<file path="src/dataflowPkg.sv">
package dataflowPkg;

  // Datapath byte width
  localparam int dataWidth = 8;

  // General register file size and select width
  localparam int regCount = 4;
  localparam int regSelWidth = 2;

  // ALU operation code width
  localparam int aluOpWidth = 3;

  // Each register drives busA and busB
  localparam int busPortCount = 2;
  localparam int busAPort = 0;
  localparam int busBPort = 1;

  // Each register loads from the external byte or the ALU result
  localparam int srcPortCount = 2;
  localparam int srcExt = 0;
  localparam int srcAlu = 1;

  // ALU operation codes
  localparam logic [aluOpWidth-1:0] opAdd = 3'd0;
  localparam logic [aluOpWidth-1:0] opSub = 3'd1;
  localparam logic [aluOpWidth-1:0] opAnd = 3'd2;
  localparam logic [aluOpWidth-1:0] opOr = 3'd3;
  localparam logic [aluOpWidth-1:0] opXor = 3'd4;
  localparam logic [aluOpWidth-1:0] opPassA = 3'd5;
  localparam logic [aluOpWidth-1:0] opIncA = 3'd6;
  localparam logic [aluOpWidth-1:0] opShlA = 3'd7;

  // Reset bytes, index 0 is r0
  // r3 comes up all ones so the output port reads FF after reset
  localparam logic [regCount-1:0][dataWidth-1:0] regResetValue = {
    8'hFF,
    8'h00,
    8'h00,
    8'h00
  };

endpackage

</file>
<file path="src/aluUnit.sv">
`timescale 1ns/1ps

module aluUnit (
  input  logic clk,
  input  logic nrst,
  input  logic opValid,
  input  logic fromAlu,
  input  logic [dataflowPkg::aluOpWidth-1:0] aluOp,
  input  logic [dataflowPkg::dataWidth-1:0] busA,
  input  logic [dataflowPkg::dataWidth-1:0] busB,
  output logic [dataflowPkg::dataWidth-1:0] result,
  output logic carry,
  output logic zero
);

  import dataflowPkg::*;

  // Result with carry or borrow in the top bit
  logic [dataWidth:0] wideResult;

  // Flag update strobe
  logic flagLoad;

  // Combinational operation select
  always_comb
  begin
    wideResult = '0;
    case (aluOp)
      opAdd:
        wideResult = {1'b0, busA} + {1'b0, busB};
      // Top bit goes high on wrap, which is the borrow
      opSub:
        wideResult = {1'b0, busA} - {1'b0, busB};
      opAnd:
        wideResult = {1'b0, busA & busB};
      opOr:
        wideResult = {1'b0, busA | busB};
      opXor:
        wideResult = {1'b0, busA ^ busB};
      opPassA:
        wideResult = {1'b0, busA};
      opIncA:
        wideResult = {1'b0, busA} + 1'b1;
      // Old bit 7 lands in the carry position
      opShlA:
        wideResult = {busA, 1'b0};
      default:
        wideResult = '0;
    endcase
  end

  assign result = wideResult[dataWidth-1:0];

  // Flags follow only ALU writes
  assign flagLoad = opValid & fromAlu;

  // Carry and zero flops
  always_ff @(posedge clk or negedge nrst)
  begin
    if (!nrst)
    begin
      carry <= 1'b0;
      zero <= 1'b0;
    end
    else if (flagLoad)
    begin
      carry <= wideResult[dataWidth];
      zero <= (result == '0);
    end
  end

endmodule

</file>
<file path="src/busController.sv">
`timescale 1ns/1ps

module busController (
  input  logic opValid,
  input  logic [dataflowPkg::regSelWidth-1:0] srcA,
  input  logic [dataflowPkg::regSelWidth-1:0] srcB,
  input  logic [dataflowPkg::regSelWidth-1:0] dst,
  input  logic fromAlu,
  input  logic [dataflowPkg::regCount-1:0][dataflowPkg::busPortCount-1:0]
               [dataflowPkg::dataWidth-1:0] regBusOutputs,
  output logic [dataflowPkg::regCount-1:0][dataflowPkg::srcPortCount-1:0] loadEnables,
  output logic [dataflowPkg::regCount-1:0][dataflowPkg::busPortCount-1:0] driveEnables,
  output logic [dataflowPkg::dataWidth-1:0] busA,
  output logic [dataflowPkg::dataWidth-1:0] busB
);

  import dataflowPkg::*;

  // Load enable decode
  // Exactly one register and one source when opValid is high
  always_comb
  begin
    loadEnables = '0;
    if (opValid)
    begin
      if (fromAlu)
        loadEnables[dst][srcAlu] = 1'b1;
      else
        loadEnables[dst][srcExt] = 1'b1;
    end
  end

  // Drive enable decode
  // srcA owns busA, srcB owns busB
  // Same register on both is fine, it just drives both ports
  always_comb
  begin
    driveEnables = '0;
    if (opValid)
    begin
      driveEnables[srcA][busAPort] = 1'b1;
      driveEnables[srcB][busBPort] = 1'b1;
    end
  end

  // Bus merge
  // Disabled drivers are zero, so OR yields the single active byte
  always_comb
  begin
    busA = '0;
    busB = '0;
    for (int i = 0; i < regCount; i++)
    begin
      busA = busA | regBusOutputs[i][busAPort];
      busB = busB | regBusOutputs[i][busBPort];
    end
  end

endmodule

</file>
<file path="src/busRegister.sv">
`timescale 1ns/1ps

module busRegister #(
  parameter logic [dataflowPkg::dataWidth-1:0] defaultValue = '0
) (
  input  logic clk,
  input  logic nrst,
  input  logic [dataflowPkg::srcPortCount-1:0][dataflowPkg::dataWidth-1:0] busInputs,
  input  logic [dataflowPkg::srcPortCount-1:0] loadEnable,
  input  logic [dataflowPkg::busPortCount-1:0] driveEnable,
  output logic [dataflowPkg::busPortCount-1:0][dataflowPkg::dataWidth-1:0] busOutputs,
  output logic [dataflowPkg::dataWidth-1:0] value
);

  import dataflowPkg::*;

  // Merged byte from all enabled input buses
  logic [dataWidth-1:0] loadByte;

  // Enabled inputs are ORed, stands in for a shared tri-state bus
  // Normally only one load enable is set at a time
  always_comb
  begin
    loadByte = '0;
    for (int i = 0; i < srcPortCount; i++)
    begin
      if (loadEnable[i])
        loadByte = loadByte | busInputs[i];
    end
  end

  // Stored byte, loads on any enabled input
  always_ff @(posedge clk or negedge nrst)
  begin
    if (!nrst)
    begin
      value <= defaultValue;
    end
    else if (|loadEnable)
    begin
      value <= loadByte;
    end
  end

  // Gated bus drivers
  // A disabled port outputs zero so the controller can OR all drivers
  always_comb
  begin
    for (int i = 0; i < busPortCount; i++)
    begin
      if (driveEnable[i])
        busOutputs[i] = value;
      else
        busOutputs[i] = '0;
    end
  end

endmodule

</file>
<file path="src/dataflowTop.sv">
`timescale 1ns/1ps

module dataflowTop (
  input  logic clk,
  input  logic nrst,
  input  logic opValid,
  input  logic [dataflowPkg::regSelWidth-1:0] srcA,
  input  logic [dataflowPkg::regSelWidth-1:0] srcB,
  input  logic [dataflowPkg::regSelWidth-1:0] dst,
  input  logic fromAlu,
  input  logic [dataflowPkg::aluOpWidth-1:0] aluOp,
  input  logic [dataflowPkg::dataWidth-1:0] dataIn,
  output logic [dataflowPkg::dataWidth-1:0] dataOut,
  output logic carry,
  output logic zero
);

  import dataflowPkg::*;

  // Per-register bus driver bytes
  logic [regCount-1:0][busPortCount-1:0][dataWidth-1:0] regBusOutputs;
  // Per-register load and drive enables from the controller
  logic [regCount-1:0][srcPortCount-1:0] loadEnables;
  logic [regCount-1:0][busPortCount-1:0] driveEnables;
  // Register contents
  logic [regCount-1:0][dataWidth-1:0] regValues;
  // Operand buses and ALU output
  logic [dataWidth-1:0] busA;
  logic [dataWidth-1:0] busB;
  logic [dataWidth-1:0] result;
  // Shared source bytes seen by every register
  logic [srcPortCount-1:0][dataWidth-1:0] regInputs;

  assign regInputs[srcExt] = dataIn;
  assign regInputs[srcAlu] = result;

  // r0 to r3
  for (genvar i = 0; i < regCount; i++)
  begin : genReg
    busRegister #(
      .defaultValue(regResetValue[i])
    ) regInst (
      .clk(clk),
      .nrst(nrst),
      .busInputs(regInputs),
      .loadEnable(loadEnables[i]),
      .driveEnable(driveEnables[i]),
      .busOutputs(regBusOutputs[i]),
      .value(regValues[i])
    );
  end

  // Decode and bus merge
  busController ctrl (
    .opValid(opValid),
    .srcA(srcA),
    .srcB(srcB),
    .dst(dst),
    .fromAlu(fromAlu),
    .regBusOutputs(regBusOutputs),
    .loadEnables(loadEnables),
    .driveEnables(driveEnables),
    .busA(busA),
    .busB(busB)
  );

  // ALU and flags
  aluUnit alu (
    .clk(clk),
    .nrst(nrst),
    .opValid(opValid),
    .fromAlu(fromAlu),
    .aluOp(aluOp),
    .busA(busA),
    .busB(busB),
    .result(result),
    .carry(carry),
    .zero(zero)
  );

  // r3 is the output port
  assign dataOut = regValues[regCount-1];

endmodule

</file>
<file path="config.mk">
export PLATFORM = sky130hd
export DESIGN_NAME = dataflowTop
export DESIGN_NICKNAME = d
export VERILOG_FILES = /design/src/dataflowPkg.sv /design/src/aluUnit.sv /design/src/busController.sv /design/src/busRegister.sv /design/src/dataflowTop.sv
export SDC_FILE = /design/constraint.sdc
export NUM_CORES = 1
export LEC_CHECK = 0
export BUFFER_PORTS_ARGS = -buffer_cell sky130_fd_sc_hd__buf_2
export CORE_ASPECT_RATIO = 0.5
export CORE_MARGIN = 5
export CORE_UTILIZATION = 25
export DETAILED_ROUTE_END_ITERATION = 7
export PLACE_DENSITY = 0.45
export REMOVE_ABC_BUFFERS = 1
export SYNTH_ARGS = -nofsm -noshare
export SYNTH_HDL_FRONTEND = slang
export SYNTH_HIERARCHICAL = 1
export SYNTH_SLANG_ARGS = --single-unit
export TNS_END_PERCENT = 5
</file>
<file path="constraint.sdc">
create_clock -name clk -period 3.8 [get_ports clk]
set_input_delay 0.19 -clock clk [delete_from_list [all_inputs] [get_ports clk]]
set_output_delay 0.19 -clock clk [all_outputs]
set_load 0.005 [all_outputs]
</file>
==> impl_metrics.py <==
metrics = {
    "timing": {
        "rsz0062_at_grt": "yes",
        "tns_ps": 0,
        "slew_headroom": 0.154,
        "hold_viol_final": 0,
        "setup-violations-final": 0,
        "post-route-min-period_ps": 3730,
        "skew_ps": 4.56,
        "worst_pin_slew_ps": 1270,
        "fmax_mhz": 268,
        "final.period_utilization": 0.982,
        "maxSlewViolCount": 0,
    },
    "global_routing": {
        "track_usage": 0.142,
        "grt_pass1_wl_um": 18200,
        "grt_pass1_vias": 3129,
        "overflow": 0,
        "antenna_found_initial": 0,
        "grt_start_max_net_pins": 35,
    },
    "logic_synthesis": {
        "synthFlopType": "dfrtp_1",
        "yosysWarnings": 6,
        "yosysTopAreaCellShare": 0.187,
        "synth_cells": 390,
        "synth_cell_type_count": 52,
        "netlist_area_mm2": 0.00347,
        "seq_area_frac_synth": 0.248,
        "yosysTopAreaCell": "dfrtp_1",
        "synth-seq-cells": 34,
        "synth_area_leaders": "dfrtp_1 (19%), and2_1 (12%), ha_1 (9.0%)",
        "async_flop_share": 1.00,
        "synth_most_common_cell": "and2_1",
        "syn_avg_cell_area_um2": 8.91,
        "synth-edff-count": 0,
        "yosys-top-cells-count": "and2_1 (65), a21o_1 (36), a22o_1 (32)",
    },
    "floorplanning": {
        "fp.dieArea_mm2": 0.0165,
        "die_h_um": 93.3,
        "die_x_um": 177,
        "initial_core_util": 0.256,
        "ios": 31,
        "coreArea_mm2": 0.0136,
        "fp-row-count": 30,
    },
    "critical_path": {
        "endpoint_kind": "flop",
        "cp_slowest_stage_delay_ps": 540,
        "crit_top_cell": "or4_4",
        "slowest_stage": "or4_4",
        "path_class": "reg2reg",
        "crit_buf_inv": 1,
        "cp-start-kind": "flop",
        "crit_arrival_ps": 3910,
        "worstPathCellList": "and2_1 -> or4_4 -> inv_2 -> ha_1 -> nand3_1 -> nand2_2 -> fa_1 -> mux4_2 -> a21o_1 -> or3_1 -> or4_4 -> o41ai_2",
        "cp_max_fo": 2,
        "cp_top_family": "simple AND/OR/NAND/NOR gates",
        "required_ps": 3980,
    },
    "layout": {
        "final_core_util": 0.316,
        "drive_above_1_share": 0.269,
        "synthToLayoutAreaGrowth_pct": 23.7,
        "final_area_mm2": 0.00430,
        "n_antenna_cell": 0,
        "stdcell_count": 650,
        "finalNetCount": 504,
    },
    "route": {
        "drc": 0,
        "drt_iter0_drc": 148,
        "dr.pass1.iters": 4,
        "viasPerCell": 4.92,
        "totalWireLength_um": 11500,
        "drtAntennaViolNets": 0,
        "vias": 3199,
        "drt-wirelength-per-cell_um": 17.7,
    },
    "cts": {
        "clk_latency_ps": 280,
        "clkSlewWorstSetupHoldPaths_ps": 60,
        "cts_tree": "built",
        "cts_buffers": 5,
        "h-tree-depth": 2,
        "clkSinkCount": 34,
        "clock_path_buffers": 2,
        "hold_buffers": 0,
        "cts-root-buf": "clkbuf_16",
    },
    "power": {
        "intPower_mw": 1.03,
        "power.density_mw_per_mm2": 369,
        "comb_power_share": 0.412,
        "clockPowerShare": 0.261,
        "seq_power_share": 0.327,
        "power.leakage_nw": 2.21,
        "ir_drop_uv": 148,
        "p_sw_frac": 0.350,
        "power.total_mw": 1.59,
        "switchingPower_uw": 556,
    },
    "placement": {
        "gp_congestion": 0.831,
        "dpl.hpwl_um": 8880,
        "dpl_cell_area_mm2": 0.00410,
        "portBuffers": 30,
        "placed_cells": 641,
    },
    "status": {
        "status": "finished clean",
    },
    "hold_path": {
        "hold_path_class": "in2async",
    },
    "flow_run": {
        "cap_violations": 0,
    },
}
==> path summary, 6_finish.rpt <==
check,start,endpoint,slack (ps),cells past startpoint
worst max-delay path,genReg[1].regInst/value[1],alu/zero,70,12
worst min register to register,genReg[0].regInst/value[3],genReg[0].regInst/value[3],490,1
worst max register to register,genReg[1].regInst/value[1],alu/zero,70,12
worst min-delay path,nrst,genReg[1].regInst/value[3],20,1
max in group asynchronous,nrst,genReg[2].regInst/value[5],3260,1
min in group clk,dataIn[6],genReg[1].regInst/value[6],270,3
==> placed cells by master (no fill, tap or decap), drive strengths merged, types with 5 or more instances in the layout <==
master   n
a21o    36
or4     17
a22o    32
nor3     6
dfrtp   26
a21oi    9
nand3    5
mux2i    7
buf     85
clkbuf   7
ha      25
inv     20
a221oi   5
nor2    17
o21ai   13
and2    65
nand2   10
dfstp    8
==> metal layers <==
| layer | share of wire | GRT usage |
|---|---|---|
| met1 | 0.51 | 0.208 |
| met2 | 0.45 | 0.227 |
| met3 | 0.032 | 0.0129 |
| met5 | 0 | 0 |
| met4 | 0.011 | 0.0347 |
==> area by class of cell <==
type	instances	area, um^2
Tap cell	192	240
Clock buffer	7	143
Timing Repair Buffer	85	563
Sequential cell	34	861
Fill cell	1474	9290
Clock inverter	1	5.00
Multi-Input combinational cell	311	2410
Inverter	20	75.1
==> worst reg2reg max path, cell delays in order (launching register included) <==
cell and delay (ps):
dfrtp_1 380, and2_1 140, or4_4 540, inv_2 80
ha_1 220, nand3_1 100, nand2_2 70, fa_1 490
mux4_2 480, a21o_1 190, or3_1 340, or4_4 420
o41ai_2 200
==> power groups by stage <==
stage                     clock, mW  sequential (mW)  combinational (mW)
after floorplan                   0            0.505               0.347
after global placement            0            0.527               0.636
after detailed placement          0            0.527               0.632
after CTS                     0.426            0.520               0.644
after global routing          0.444            0.532               0.726
final                         0.415            0.519               0.654
==> cells by family (layout without fill, tap and decap cells) <==
group / count (synthesis) / after routing / share of synthesized area
adder cells (fa/ha/maj): 26 / 26 / 0.0958
flip-flops: 34 / 34 / 0.248
multiplexers: 9 / 9 / 0.0299
buffers and inverters: 45 / 113 / 0.0764
AND/OR/NAND/NOR: 149 / 149 / 0.274
AO/OA/AOI/OAI: 121 / 121 / 0.261
XOR/XNOR: 6 / 6 / 0.0151
==> what timing repair did <==
item                       in CTS  in global routing
setup endpoints to repair       5                 13
gates resized for setup         4                  7
buffers inserted                1                  0
pin swaps                       1                  2
==> per-stage QoR <==
stage	hold WS [ps]	setup WS (ps)
global route	79.5	-60.4
global placement	335	-168
detailed placement	341	-167
CTS	45.3	3.79
floorplan	-106	42.2
finish	15.8	70.1
==> sequential cells by signal, indices dropped and copies added (netlist names) <==
| register | flops |
|---|---|
| alu/carry | 1 |
| genReg.regInst/value | 32 |
| alu/zero | 1 |
Power figures use the tool's default switching activity.
